`config.mk`:
```
export PLATFORM = sky130hd
export DESIGN_NAME = btc_spc_decoder
export DESIGN_NICKNAME = d
export VERILOG_FILES = /design/src/hdl/btc_spc_pkg.sv /design/src/hdl/btc_lane_feeder.sv /design/src/hdl/btc_spc_engine.sv /design/src/hdl/btc_lane_collector.sv /design/src/hdl/btc_spc_decoder.sv
export SDC_FILE = /design/constraint.sdc
export NUM_CORES = 2
export LEC_CHECK = 0
export ABC_AREA = 1
export BUFFER_PORTS_ARGS = -buffer_cell sky130_fd_sc_hd__buf_2
export CAP_MARGIN = 20
export CORE_MARGIN = 1.5
export CORE_UTILIZATION = 50
export DETAILED_ROUTE_END_ITERATION = 12
export PLACE_DENSITY_LB_ADDON = 0.2
export SLEW_MARGIN = 30
export SYNTH_ARGS = -nofsm -noshare
export SYNTH_HDL_FRONTEND = slang
export SYNTH_SLANG_ARGS = --single-unit
```
`constraint.sdc`:
```
create_clock -name iclk -period 9.2 [get_ports iclk]
set_input_delay 1.84 -clock iclk [delete_from_list [all_inputs] [get_ports iclk]]
set_output_delay 1.84 -clock iclk [all_outputs]
set_load 0.02 [all_outputs]
```
`src/hdl/btc_spc_pkg.sv`:
```
// SPC soft decoder shared widths, sample types and saturating arithmetic
package btc_spc_pkg;

  // ------------------------------
  // widths
  // ------------------------------
  localparam int LLR_W      = 5;
  localparam int EXTR_W     = 6;
  localparam int ALPHA_W    = 5;
  localparam int ERR_W      = 16;
  // magnitude of a saturated soft value
  localparam int MAG_W      = EXTR_W - 1;
  // alpha unit is 1/16
  localparam int ALPHA_FRAC = 4;

  typedef logic signed [LLR_W-1:0]   llr_t;
  typedef logic signed [EXTR_W-1:0]  extr_t;
  typedef logic        [MAG_W-1:0]   mag_t;
  typedef logic        [ALPHA_W-1:0] alpha_t;
  typedef logic        [ERR_W-1:0]   err_cnt_t;

  // symmetric clamp, -32 never produced
  localparam extr_t SAT_POS = extr_t'(31);
  localparam extr_t SAT_NEG = extr_t'(-31);

  // ------------------------------
  // stream structs
  // ------------------------------
  typedef struct packed {
    logic sof;
    logic eop;
    logic mask;
  } strb_t;

  typedef struct packed {
    extr_t sum;
    logic  chan_bit;
  } lane_sample_t;

  typedef struct packed {
    extr_t lextr;
    logic  bitdat;
    logic  biterr;
    logic  decfail;
  } lane_result_t;

  // signed add with clamp to +/-31
  function automatic extr_t sat_add(input extr_t a, input extr_t b);
    logic signed [EXTR_W:0] full;
    full = a + b;
    if (full > SAT_POS) return SAT_POS;
    if (full < SAT_NEG) return SAT_NEG;
    return full[EXTR_W-1:0];
  endfunction

  // mag * alpha / 16, clamped to max magnitude
  function automatic mag_t scale_mag(input mag_t mag, input alpha_t alpha);
    logic [MAG_W+ALPHA_W-1:0] prod;
    prod = mag * alpha;
    prod = prod >> ALPHA_FRAC;
    if (prod > {MAG_W{1'b1}}) return '1;
    return prod[MAG_W-1:0];
  endfunction

endpackage

```
`src/hdl/btc_lane_feeder.sv`:
```
// source stage, registers the input word and forms per-lane soft sums
`timescale 1ns/100ps

module btc_lane_feeder #(
  parameter int pDEC_NUM = 8
) (
  input  logic                                      iclk,
  input  logic                                      ireset,
  input  logic                                      ival,
  input  btc_spc_pkg::strb_t                        istrb,
  input  btc_spc_pkg::alpha_t                       ialpha,
  input  btc_spc_pkg::llr_t         [pDEC_NUM-1:0]  illr,
  input  btc_spc_pkg::extr_t        [pDEC_NUM-1:0]  ilextr,
  output logic                                      oval,
  output btc_spc_pkg::strb_t                        ostrb,
  output btc_spc_pkg::alpha_t                       oalpha,
  output btc_spc_pkg::lane_sample_t [pDEC_NUM-1:0]  osample
);

  // frame tracker, only for stream checks
  logic in_frame;

  // ------------------------------
  // valid pipe
  // ------------------------------
  always_ff @(posedge iclk or posedge ireset) begin
    if (ireset) begin
      oval     <= 1'b0;
      in_frame <= 1'b0;
    end else begin
      oval <= ival;
      if (ival) begin
        // eop closes, sof opens
        if (istrb.eop) begin
          in_frame <= 1'b0;
        end else if (istrb.sof) begin
          in_frame <= 1'b1;
        end
      end
    end
  end

  // ------------------------------
  // payload, loaded per valid word
  // ------------------------------
  always_ff @(posedge iclk) begin
    if (ival) begin
      ostrb  <= istrb;
      oalpha <= ialpha;
      for (int i = 0; i < pDEC_NUM; i++) begin
        // channel + prior extrinsic, saturated
        osample[i].sum      <= btc_spc_pkg::sat_add(illr[i], ilextr[i]);
        // hard bit from channel sign
        osample[i].chan_bit <= illr[i][btc_spc_pkg::LLR_W-1];
      end
    end
  end

  // a new frame must not start inside another one
  a_sof_outside_frame : assert property (
    @(posedge iclk) disable iff (ireset)
    (ival && istrb.sof) |-> !in_frame
  ) else $error("feeder: sof inside a frame");

endmodule

```
`src/hdl/btc_spc_engine.sv`:
```
// one lane SPC min-sum engine with ping-pong sample buffer
`timescale 1ns/100ps

module btc_spc_engine #(
  parameter int pCODE_LEN = 16
) (
  input  logic                      iclk,
  input  logic                      ireset,
  input  logic                      ival,
  input  btc_spc_pkg::strb_t        istrb,
  input  btc_spc_pkg::alpha_t       ialpha,
  input  btc_spc_pkg::lane_sample_t isample,
  output logic                      oval,
  output btc_spc_pkg::strb_t        ostrb,
  output btc_spc_pkg::lane_result_t oresult
);

  localparam int IDX_W = $clog2(pCODE_LEN);
  localparam logic [IDX_W-1:0] LAST_IDX = IDX_W'(pCODE_LEN - 1);
  localparam int SGN = btc_spc_pkg::EXTR_W - 1;

  typedef enum logic {
    state_idle,
    state_emit
  } state_t;

  // running or latched codeword statistics
  typedef struct packed {
    btc_spc_pkg::mag_t  min1;
    btc_spc_pkg::mag_t  min2;
    logic [IDX_W-1:0]   pos;
    logic               sgn;
  } frame_stat_t;

  // two frame halves
  btc_spc_pkg::lane_sample_t mem [2][pCODE_LEN];

  logic                wr_half;
  logic [IDX_W-1:0]    wr_idx;
  logic [IDX_W-1:0]    wr_addr;
  btc_spc_pkg::mag_t   smp_mag;
  frame_stat_t         acc_stat;
  frame_stat_t         nx_stat;

  state_t              state;
  logic                rd_half;
  logic [IDX_W-1:0]    rd_idx;
  frame_stat_t         f_stat;
  btc_spc_pkg::alpha_t f_alpha;
  logic                f_mask;

  btc_spc_pkg::lane_sample_t rd_smp;
  btc_spc_pkg::mag_t         oth_mag;
  btc_spc_pkg::mag_t         ext_mag;
  btc_spc_pkg::extr_t        ext_val;
  btc_spc_pkg::extr_t        tot;

  // ------------------------------
  // write side and min search
  // ------------------------------
  assign wr_addr = istrb.sof ? '0 : wr_idx;

  always_comb begin
    // |sum| <= 31 after feeder saturation
    smp_mag = isample.sum[SGN] ? btc_spc_pkg::mag_t'(-isample.sum)
                               : btc_spc_pkg::mag_t'(isample.sum);
    if (istrb.sof) begin
      nx_stat.min1 = smp_mag;
      nx_stat.min2 = '1;
      nx_stat.pos  = '0;
      nx_stat.sgn  = isample.sum[SGN];
    end else begin
      nx_stat     = acc_stat;
      nx_stat.sgn = acc_stat.sgn ^ isample.sum[SGN];
      if (smp_mag < acc_stat.min1) begin
        nx_stat.min2 = acc_stat.min1;
        nx_stat.min1 = smp_mag;
        nx_stat.pos  = wr_addr;
      end else if (smp_mag < acc_stat.min2) begin
        nx_stat.min2 = smp_mag;
      end
    end
  end

  always_ff @(posedge iclk) begin
    if (ival) begin
      mem[wr_half][wr_addr] <= isample;
      acc_stat              <= nx_stat;
    end
    // frame statistics frozen at eop
    if (ival && istrb.eop) begin
      f_stat  <= nx_stat;
      f_alpha <= ialpha;
      f_mask  <= istrb.mask;
    end
  end

  // ------------------------------
  // half swap and read FSM
  // ------------------------------
  always_ff @(posedge iclk or posedge ireset) begin
    if (ireset) begin
      wr_half <= 1'b0;
      wr_idx  <= '0;
      rd_half <= 1'b0;
      rd_idx  <= '0;
      state   <= state_idle;
    end else begin
      if (ival) begin
        wr_idx <= wr_addr + 1'b1;
      end
      if (ival && istrb.eop) begin
        // read the half just filled, fill the other
        wr_half <= ~wr_half;
        rd_half <= wr_half;
        rd_idx  <= '0;
        state   <= state_emit;
      end else if (state == state_emit) begin
        if (rd_idx == LAST_IDX) begin
          state <= state_idle;
        end else begin
          rd_idx <= rd_idx + 1'b1;
        end
      end
    end
  end

  // ------------------------------
  // extrinsic per sample
  // ------------------------------
  always_comb begin
    rd_smp  = mem[rd_half][rd_idx];
    // exclude the sample's own magnitude
    oth_mag = (rd_idx == f_stat.pos) ? f_stat.min2 : f_stat.min1;
    ext_mag = btc_spc_pkg::scale_mag(oth_mag, f_alpha);
    ext_val = btc_spc_pkg::extr_t'(ext_mag);
    if (f_stat.sgn ^ rd_smp.sum[SGN]) begin
      ext_val = -ext_val;
    end
    tot = btc_spc_pkg::sat_add(rd_smp.sum, ext_val);
  end

  always_ff @(posedge iclk or posedge ireset) begin
    if (ireset) begin
      oval <= 1'b0;
    end else begin
      oval <= (state == state_emit);
    end
  end

  always_ff @(posedge iclk) begin
    ostrb.sof       <= (rd_idx == '0);
    ostrb.eop       <= (rd_idx == LAST_IDX);
    ostrb.mask      <= f_mask;
    oresult.lextr   <= ext_val;
    oresult.bitdat  <= tot[SGN];
    oresult.biterr  <= tot[SGN] ^ rd_smp.chan_bit;
    // odd sign parity means the check failed
    oresult.decfail <= f_stat.sgn;
  end

  // codeword length is fixed by the parameter
  a_eop_at_last : assert property (
    @(posedge iclk) disable iff (ireset)
    (ival && istrb.eop) |-> (wr_addr == LAST_IDX)
  ) else $error("engine: eop not on sample %0d", pCODE_LEN);

endmodule

```
`src/hdl/btc_lane_collector.sv`:
```
// sink stage, registers lane results, counts bit errors and tracks failure
`timescale 1ns/100ps

module btc_lane_collector #(
  parameter int pDEC_NUM = 8
) (
  input  logic                                     iclk,
  input  logic                                     ireset,
  input  logic                                     istart,
  input  logic                      [pDEC_NUM-1:0] ival,
  input  btc_spc_pkg::strb_t        [pDEC_NUM-1:0] istrb,
  input  btc_spc_pkg::lane_result_t [pDEC_NUM-1:0] iresult,
  output logic                                     oval,
  output btc_spc_pkg::strb_t                       ostrb,
  output btc_spc_pkg::extr_t        [pDEC_NUM-1:0] olextr,
  output logic                      [pDEC_NUM-1:0] obitdat,
  output btc_spc_pkg::err_cnt_t                    obiterr,
  output logic                                     odecfail
);

  btc_spc_pkg::err_cnt_t lane_errs;
  btc_spc_pkg::err_cnt_t err_acc;
  logic [pDEC_NUM-1:0]   lane_fail;
  logic                  frame_fail;
  logic                  done_pend;
  logic                  fail_pend;
  logic                  strb_same;

  // ------------------------------
  // per-cycle lane reduction
  // ------------------------------
  always_comb begin
    lane_errs = '0;
    strb_same = 1'b1;
    for (int i = 0; i < pDEC_NUM; i++) begin
      lane_errs    = lane_errs + btc_spc_pkg::err_cnt_t'(ival[i] & iresult[i].biterr);
      lane_fail[i] = ival[i] & iresult[i].decfail;
      if (istrb[i] != istrb[0] || ival[i] != ival[0]) begin
        strb_same = 1'b0;
      end
    end
    // masked frames never count
    frame_fail = ival[0] & istrb[0].eop & ~istrb[0].mask & (|lane_fail);
  end

  // output register
  always_ff @(posedge iclk) begin
    ostrb <= istrb[0];
    for (int i = 0; i < pDEC_NUM; i++) begin
      olextr[i]  <= iresult[i].lextr;
      obitdat[i] <= iresult[i].bitdat;
    end
    // sof restarts the frame sum
    if (ival[0]) begin
      err_acc <= (istrb[0].sof ? '0 : err_acc) + lane_errs;
    end
  end

  // ------------------------------
  // frame close, one cycle after eop
  // ------------------------------
  always_ff @(posedge iclk or posedge ireset) begin
    if (ireset) begin
      oval      <= 1'b0;
      done_pend <= 1'b0;
      fail_pend <= 1'b0;
      obiterr   <= '0;
      odecfail  <= 1'b0;
    end else begin
      oval      <= ival[0];
      done_pend <= ival[0] & istrb[0].eop;
      fail_pend <= frame_fail;
      if (done_pend) begin
        obiterr <= err_acc;
      end
      // start wins over a closing frame
      if (istart) begin
        odecfail <= 1'b0;
      end else if (fail_pend) begin
        odecfail <= 1'b1;
      end
    end
  end

  // engines run in lockstep
  a_lanes_lockstep : assert property (
    @(posedge iclk) disable iff (ireset)
    (|ival) |-> strb_same
  ) else $error("collector: lanes out of step");

endmodule

```
`src/hdl/btc_spc_decoder.sv`:
```
// SPC component code soft decoder top, feeder to lane engines to collector
`timescale 1ns/100ps

module btc_spc_decoder #(
  parameter int pDEC_NUM  = 8,
  parameter int pCODE_LEN = 16
) (
  input  logic                                iclk,
  input  logic                                ireset,
  input  logic                                istart,
  input  btc_spc_pkg::alpha_t                 ialpha,
  input  logic                                ival,
  input  btc_spc_pkg::strb_t                  istrb,
  input  btc_spc_pkg::llr_t    [pDEC_NUM-1:0] illr,
  input  btc_spc_pkg::extr_t   [pDEC_NUM-1:0] ilextr,
  output logic                                oval,
  output btc_spc_pkg::strb_t                  ostrb,
  output btc_spc_pkg::extr_t   [pDEC_NUM-1:0] olextr,
  output logic                 [pDEC_NUM-1:0] obitdat,
  output btc_spc_pkg::err_cnt_t               obiterr,
  output logic                                odecfail
);

  // feeder to engines, shared
  logic                                     feed_val;
  btc_spc_pkg::strb_t                       feed_strb;
  btc_spc_pkg::alpha_t                      feed_alpha;
  btc_spc_pkg::lane_sample_t [pDEC_NUM-1:0] feed_sample;

  // engines to collector, one per lane
  logic                      [pDEC_NUM-1:0] eng_val;
  btc_spc_pkg::strb_t        [pDEC_NUM-1:0] eng_strb;
  btc_spc_pkg::lane_result_t [pDEC_NUM-1:0] eng_result;

  // ------------------------------
  // source
  // ------------------------------
  btc_lane_feeder #(
    .pDEC_NUM (pDEC_NUM)
  ) feeder_i (
    .iclk    (iclk),
    .ireset  (ireset),
    .ival    (ival),
    .istrb   (istrb),
    .ialpha  (ialpha),
    .illr    (illr),
    .ilextr  (ilextr),
    .oval    (feed_val),
    .ostrb   (feed_strb),
    .oalpha  (feed_alpha),
    .osample (feed_sample)
  );

  // ------------------------------
  // lane engines
  // ------------------------------
  for (genvar g = 0; g < pDEC_NUM; g++) begin : lane_gen
    btc_spc_engine #(
      .pCODE_LEN (pCODE_LEN)
    ) engine_i (
      .iclk    (iclk),
      .ireset  (ireset),
      .ival    (feed_val),
      .istrb   (feed_strb),
      .ialpha  (feed_alpha),
      .isample (feed_sample[g]),
      .oval    (eng_val[g]),
      .ostrb   (eng_strb[g]),
      .oresult (eng_result[g])
    );
  end

  // ------------------------------
  // sink
  // ------------------------------
  btc_lane_collector #(
    .pDEC_NUM (pDEC_NUM)
  ) collector_i (
    .iclk     (iclk),
    .ireset   (ireset),
    .istart   (istart),
    .ival     (eng_val),
    .istrb    (eng_strb),
    .iresult  (eng_result),
    .oval     (oval),
    .ostrb    (ostrb),
    .olextr   (olextr),
    .obitdat  (obitdat),
    .obiterr  (obiterr),
    .odecfail (odecfail)
  );

endmodule

```
Yosys cells after proc, flatten, opt, wreduce, memory -nomap -nowiden
Memory sizes are Yosys's and may differ from the RTL's.
Cells that the tools add are included.
- $mul: 8
- muxes and demuxes: 324
- eq/ne operators: 24
- order comparisons: 80
- reduce and logical (&&, ||, !) cells: 28
- bitwise operators: 68
- $add $sub $neg: 56
- operator list (kind ; number):
    112-bit two-way mux ; 8
    6-bit two-way mux ; 72
    5-bit two-way mux ; 56
    7-bit binary-select mux with 4-bit select ; 8
    7-bit demux with 4-bit select ; 8
    7-bit two-way mux ; 24
    4-bit two-way mux ; 40
    16-bit adder ; 8
    15-bit two-way mux ; 8
    7-bit by 6-bit greater-than comparator with 1-bit output (second input constant) ; 16
    7-bit by 6-bit less-than comparator with 1-bit output (second input constant) ; 16
    1-bit two-way mux ; 99
    5-bit >= comparator (second input constant) ; 16
    5-bit less-than comparator ; 16
    5-bit by 5-bit multiplier with 10-bit output ; 8
    4-bit inverter with 5-bit output ; 16
    4-bit by 1-bit adder with 4-bit output (second input constant) ; 16
    5-bit by 6-bit adder with 7-bit output ; 8
    6-bit by 6-bit adder with 7-bit output ; 8
    6-bit by 5-bit greater-than comparator with 1-bit output (second input constant) ; 8
    5-bit negation with 6-bit output ; 8
    5-bit by 1-bit less-than comparator with 1-bit output (second input constant) ; 8
    5-bit negation ; 8
    4-bit == test ; 8
    12 further kinds ; 97
- memories: 8
- output and inout port bits: 77
- register bits after elaboration: 577
- memory bits (writable): 1792
- memory list (name ; depth ; width ; rd ports ; clocked after Yosys merged registers in ; wr ports ; line ; text):
    lane_gen[0].engine_i.mem ; 2 ; 112 ; 1 ; 0 ; 1 ; btc_spc_engine.sv:36 ; btc_spc_pkg::lane_sample_t mem [2][pCODE_LEN];
    lane_gen[1].engine_i.mem ; 2 ; 112 ; 1 ; 0 ; 1 ; btc_spc_engine.sv:36 ;
    lane_gen[2].engine_i.mem ; 2 ; 112 ; 1 ; 0 ; 1 ; btc_spc_engine.sv:36 ;
    lane_gen[3].engine_i.mem ; 2 ; 112 ; 1 ; 0 ; 1 ; btc_spc_engine.sv:36 ;
    lane_gen[4].engine_i.mem ; 2 ; 112 ; 1 ; 0 ; 1 ; btc_spc_engine.sv:36 ;
    lane_gen[5].engine_i.mem ; 2 ; 112 ; 1 ; 0 ; 1 ; btc_spc_engine.sv:36 ;
    +2 memories ; - ; - ; - ; - ; - ; - ;

Longest topological paths before layout
- depth in word-level cells: 15
- mapped depth: 38
- gate-level depth less buffers: 38

By module
A second synthesis with hierarchy kept.
- cell total of the unflattened synthesis: 9776
- area, all modules: 109627.6 µm²
- by module, submodules not included (module ; area each (µm²) ; cells an instance ; seq. area each (µm²) ; times used):
    btc_spc_engine at lane_gen[5].engine_i ... ; 12729.7 ; 1118 ; 8348.0 ; 2
    btc_spc_engine at lane_gen[0].engine_i ; 12754.7 ; 1119 ; 8348.0 ; 1
    btc_spc_engine at lane_gen[4].engine_i ; 12754.7 ; 1118 ; 8348.0 ; 1
    btc_spc_engine at lane_gen[2].engine_i ; 12746.0 ; 1126 ; 8348.0 ; 1
    btc_spc_engine at lane_gen[7].engine_i ; 12657.1 ; 1103 ; 8348.0 ; 1
    btc_spc_engine at lane_gen[1].engine_i ; 12644.6 ; 1105 ; 8348.0 ; 1
    btc_spc_engine at lane_gen[3].engine_i ; 12640.9 ; 1109 ; 8348.0 ; 1
    btc_lane_feeder ; 4626.9 ; 559 ; 1946.9 ; 1
    btc_lane_collector ; 3343.2 ; 301 ; 2162.1 ; 1

Worst setup path after synthesis
Ideal clock, no wire load.
- kind: flip-flop to flip-flop
- from: register feeder_i.oval
- to: register lane_gen[0].engine_i.f_mask, enable pin
- cell stages (with the launch flop): 5
- buffers on the path: 2
- path slack: 2.797 ns
- setup time: 0.478 ns
- arrival: 5.925 ns
- data required time: 8.722 ns
- period minus slack after synthesis: 6.403 ns
- path through: dfrtp_1 -> nand2_1 -> clkbuf_1 -> buf_1 -> inv_1
- longest elaborated chain between the ends: 1
- ends and longest elaborated chain (item ; line ; text):
    from (decl) ; btc_lane_feeder.sv:14 ; output logic oval,
    from (signal assigned) ; btc_lane_feeder.sv:31 ; oval <= ival;
    1-bit logical AND ; btc_spc_engine.sv:91 ; if (ival && istrb.eop) begin
    to (signal assigned) ; btc_spc_engine.sv:94 ; f_mask <= istrb.mask;
    to (decl) ; btc_spc_engine.sv:50 ; logic f_mask;
No other way between the ends.
A chain may end at the register's enable or synchronous reset.

Worst setup path in the final report
- from: register lane_gen[1].engine_i.rd_idx[2]
- to: register lane_gen[1].engine_i.oresult[1] in the netlist's numbering
- longest elaborated chain between the ends: 15
- elaborated cells between the ends (all ways): 23
- those cells by class: add/sub (2); mul (1); order compare (3); eq/ne (1); mux (13); bitwise (3)
- ends and longest elaborated chain (item ; line ; text):
    from (decl) ; btc_spc_engine.sv:47 ; logic [IDX_W-1:0] rd_idx;
    from (signal assigned) ; btc_spc_engine.sv:122 ; rd_idx <= rd_idx + 1'b1;
    4-bit == test * ; btc_spc_engine.sv:134 ; oth_mag = (rd_idx == f_stat.pos) ? f_stat.min2 : f_stat.min1;
    5-bit two-way mux * ; btc_spc_engine.sv:134 ;
    5-bit by 5-bit multiplier with 10-bit output * ; btc_spc_pkg.sv:59 ; prod = mag * alpha;
    6-bit by 5-bit greater-than comparator with 1-bit output ; btc_spc_pkg.sv:61 ; if (prod > {MAG_W{1'b1}}) return '1;
    1-bit two-way mux ; btc_spc_pkg.sv:61 ;
    5-bit two-way mux * ; btc_spc_pkg.sv:62 ; return prod[MAG_W-1:0];
    via lane_gen[1].engine_i.ext_mag[0] ; btc_spc_engine.sv:54 ; btc_spc_pkg::mag_t ext_mag;
    5-bit negation with 6-bit output * ; btc_spc_engine.sv:138 ; ext_val = -ext_val;
    6-bit two-way mux * ; btc_spc_engine.sv:137 ; if (f_stat.sgn ^ rd_smp.sum[SGN]) begin
    via lane_gen[1].engine_i.ext_val[2] ; btc_spc_engine.sv:55 ; btc_spc_pkg::extr_t ext_val;
    6-bit by 6-bit adder with 7-bit output * ; btc_spc_pkg.sv:50 ; full = a + b;
    7-bit by 6-bit less-than comparator with 1-bit output ; btc_spc_pkg.sv:52 ; if (full < SAT_NEG) return SAT_NEG;
    1-bit two-way mux (2 in a row) ; btc_spc_pkg.sv:52 ;
    6-bit two-way mux ; btc_spc_pkg.sv:53 ; return full[EXTR_W-1:0];
    6-bit two-way mux * ; btc_spc_pkg.sv:52 ;
    via lane_gen[1].engine_i.tot[5] ; btc_spc_engine.sv:56 ; btc_spc_pkg::extr_t tot;
    1-bit bitwise XOR * ; btc_spc_engine.sv:157 ; oresult.biterr <= tot[SGN] ^ rd_smp.chan_bit;
    to (decl) ; btc_spc_engine.sv:15 ; output btc_spc_pkg::lane_result_t oresult
Mark *: on every way through the listed nets, which the timed path passes. The rest lies on a longest branch. The select of a mux whose other input is x is not followed.

==> flow_summary.toml <==
[sta]
worst_pin_slew_ns = 0.993
rsz0062_at_grt = "no"
finalHoldViolations = 0
fin_ws_ns = 3.00
fmax_mhz = 161
final.min_clock_period_ns = 6.20
layout_worst_path_cycle_share = 0.674
relSlewSlack = 0.333
skew_ns = 0.0459
drv_slew = 0
setup_violations = 0
tns_ns = 0

[synth]
syn_nets = 9941
yosysUniqueCellTypes = 63
syn_area_mm2 = 0.106
synth_top_area_frac = 0.600
synth_top_cell_by_area = "edfxtp_1"
synth_area_per_cell_um2 = 11.2
yosys_warnings = 0
yosys_most_used_dff = "edfxtp_1"
yosys_register_bits = 2369
synth_area_leaders = "edfxtp_1 (60%), nand2_1 (4.8%), o21ai_0 (4.7%)"
netlist_instances = 9427
ys_async_sr_fraction = 0.0494
ys_seq_area_frac = 0.653
synth_edf_count = 2118

[finish]
fin_nets = 10000
fillers = 17400
final_common_cell = "edfxtp_1"
layout-drive-gt1-share = 0.0975
final_cell_mix = "edfxtp_1 (2118), nand2_1 (1351), nor2_1 (1258)"
syn_to_final_growth_pct = 11.8

[setup_path]
cpMaxStageDelayCell = "dfrtp_1"
worstSetupPathType = "reg -> reg"
r2r_end = "lane_gen[1].engine_i.oresult[1]"
cp-end-kind = "flop"
start_kind = "flop"
r2r_slack_ns = 3.00
rr_worst_depth = 34
path_common_cell = "nand2_1"
crit_required_ns = 9.98
cp_max_fo = 20
cpPeakStageDelay_ns = 0.68
r2r-start = "lane_gen[1].engine_i.rd_idx[2]"
crit_arrival_ns = 6.97

[global_routing]
grt_use_total = 0.237
grt_antenna_before_repair = 7
grt_max_degree = 113
grt_pass1_wl_um = 400000
busiest_layer = "met2"
grtUsageMet1 = 0.328
grt_pass1_vias = 69500
met2_usage = 0.386
use_met3 = 0.0319
grt-ovfl-total = 0

[clocking]
clk_pin_slew_ns = 0.06
h-tree-depth = 4
cts_resized = 0
ctsHoldBuffers = 0
cts_tree = "yes"
clk_path_buf_depth = 3
cts-root-buf = "clkbuf_16"
clk_latency_ns = 0.91
post-cts-setup-buffers = 0
cts_sinks = 2369
cts_buffers = 236

[floorplan]
die_w_um = 463
core-area_mm2 = 0.210
io_pins = 177
rows = 168
start_util = 0.504
die_h_um = 463
die_area_mm2 = 0.215

[place]
place_ws_ns = 3.07
place.gp.congestion = 0.859
port_buffers = 176
hpwlAfterDp_um = 162000

[drt]
vias_per_cell = 5.63
wl_per_cell_um = 20.5
ant_nets = 0
drc = 0
dr.first_iter.drc_count = 6765
drt_wl_total_um = 257000
firstDrtPassIters = 6
vias = 70600

[hold_path]
min_from = "lane_gen[0].engine_i.oresult[7]"
min_path_type = "reg -> reg"
hold_path_end = "collector_i.olextr[4]"
worst_hold_path.num_cells = 0

[job]
cap_violations = 0

[power_and_ir_drop]
p_leak_uw = 0.0448
total_power_uw = 40200
p_per_area_mw_per_mm2 = 339
ir_drop_v = 0.000235

[status]
outcome = "finished, final reports clean"
## synthesized netlist by cell type, drive strengths merged (56+ instances only)
| cell | n |
|---|---|
| nor3 | 132 |
| edfxtp | 2118 |
| a21oi | 342 |
| o221ai | 56 |
| inv | 753 |
| nor2 | 1281 |
| fa | 85 |
| buf | 87 |
| dfrtp | 117 |
| xor2 | 103 |
| nand2 | 1400 |
| o22ai | 330 |
| ha | 329 |
| dfxtp | 134 |
| o21ai | 990 |
| clkbuf | 355 |
| nand3 | 429 |
## sequential cells by signal, indices dropped and copies added, names as in the netlist, 16 cells and up
name                        flops
collector_i.err_acc            16
collector_i.obiterr            16
collector_i.olextr             48
feeder_i.osample               56
lane_gen.engine_i.acc_stat    120
lane_gen.engine_i.f_stat      120
lane_gen.engine_i.mem        1792
lane_gen.engine_i.oresult      72
lane_gen.engine_i.rd_idx       32
lane_gen.engine_i.wr_idx       32
## worst max-delay path: cells and delay by family, from the launching register on
family | cells | cell delay (ns)
AND/OR/NAND/NOR | 19 | 1.90
adder cells (fa/ha/maj) | 5 | 2.07
AO/OA/AOI/OAI | 3 | 0.60
buffers and inverters | 6 | 0.65
flip-flops | 1 | 0.68
XOR/XNOR | 1 | 0.18
## stage by stage
step | instances | instance area (um2) | util | hold slack (ns)
6_report | 12600 | 118000 | 0.564 | 0.322
5_1_grt | 12600 | 118000 | 0.564 | 0.329
4_1_cts | 12500 | 118000 | 0.564 | 0.323
3_5_place_dp | 12100 | 110000 | 0.524 | 0.312
3_3_place_gp | 12100 | 110000 | 0.522 | 0.310
2_1_floorplan | 9427 | 106000 | - | 0.310
## final cells by class
type | instances | area [um2] | share of cell area
Antenna cell | 6 | 15.0 | 0.000127
Sequential cell | 2369 | 69200 | 0.584
Inverter | 769 | 2900 | 0.0245
Clock inverter | 158 | 1870 | 0.0158
Clock buffer | 294 | 6360 | 0.0537
Tap cell | 2805 | 3510 | 0.0296
Multi-Input combinational cell | 5847 | 32600 | 0.275
Timing Repair Buffer | 310 | 1940 | 0.0164
## how the worst max path moves through the flow
stage,to,cells after the start,from
floorplan,lane_gen[0].engine_i.f_mask,4,feeder_i.oval
global placement,lane_gen[1].engine_i.oresult[1],34,lane_gen[1].engine_i.rd_idx[2]
detailed placement,lane_gen[1].engine_i.oresult[1],34,lane_gen[1].engine_i.rd_idx[2]
CTS,lane_gen[1].engine_i.oresult[1],34,lane_gen[1].engine_i.rd_idx[2]
global route,lane_gen[1].engine_i.oresult[1],37,lane_gen[1].engine_i.rd_idx[2]
finish,lane_gen[1].engine_i.oresult[1],34,lane_gen[1].engine_i.rd_idx[2]
## kinds of logic after synthesis
logic type	Yosys count	share of synthesized area
compound gates	1963	0.106
simple gates	3322	0.130
flops	2369	0.653
xor+xnor	146	0.0121
fa+ha+maj	414	0.0549
buf+inv	1211	0.0435
mux	2	0.000213
## where the power goes
part	switching (uW)	internal (uW)	total (uW)
registers	863	13300	14100
clock network	4220	5790	10000
logic	11000	5090	16000
total	16000	24100	40200
## per-layer routing
metal  vias to the layer above  part of all wire
met5                         -          0.000027
met4                         2             0.029
met3                       378             0.059
met1                     34600              0.43
li1                      33500                 -
met2                      2206              0.48
Note: power is estimated with default switching activity, not from simulation.
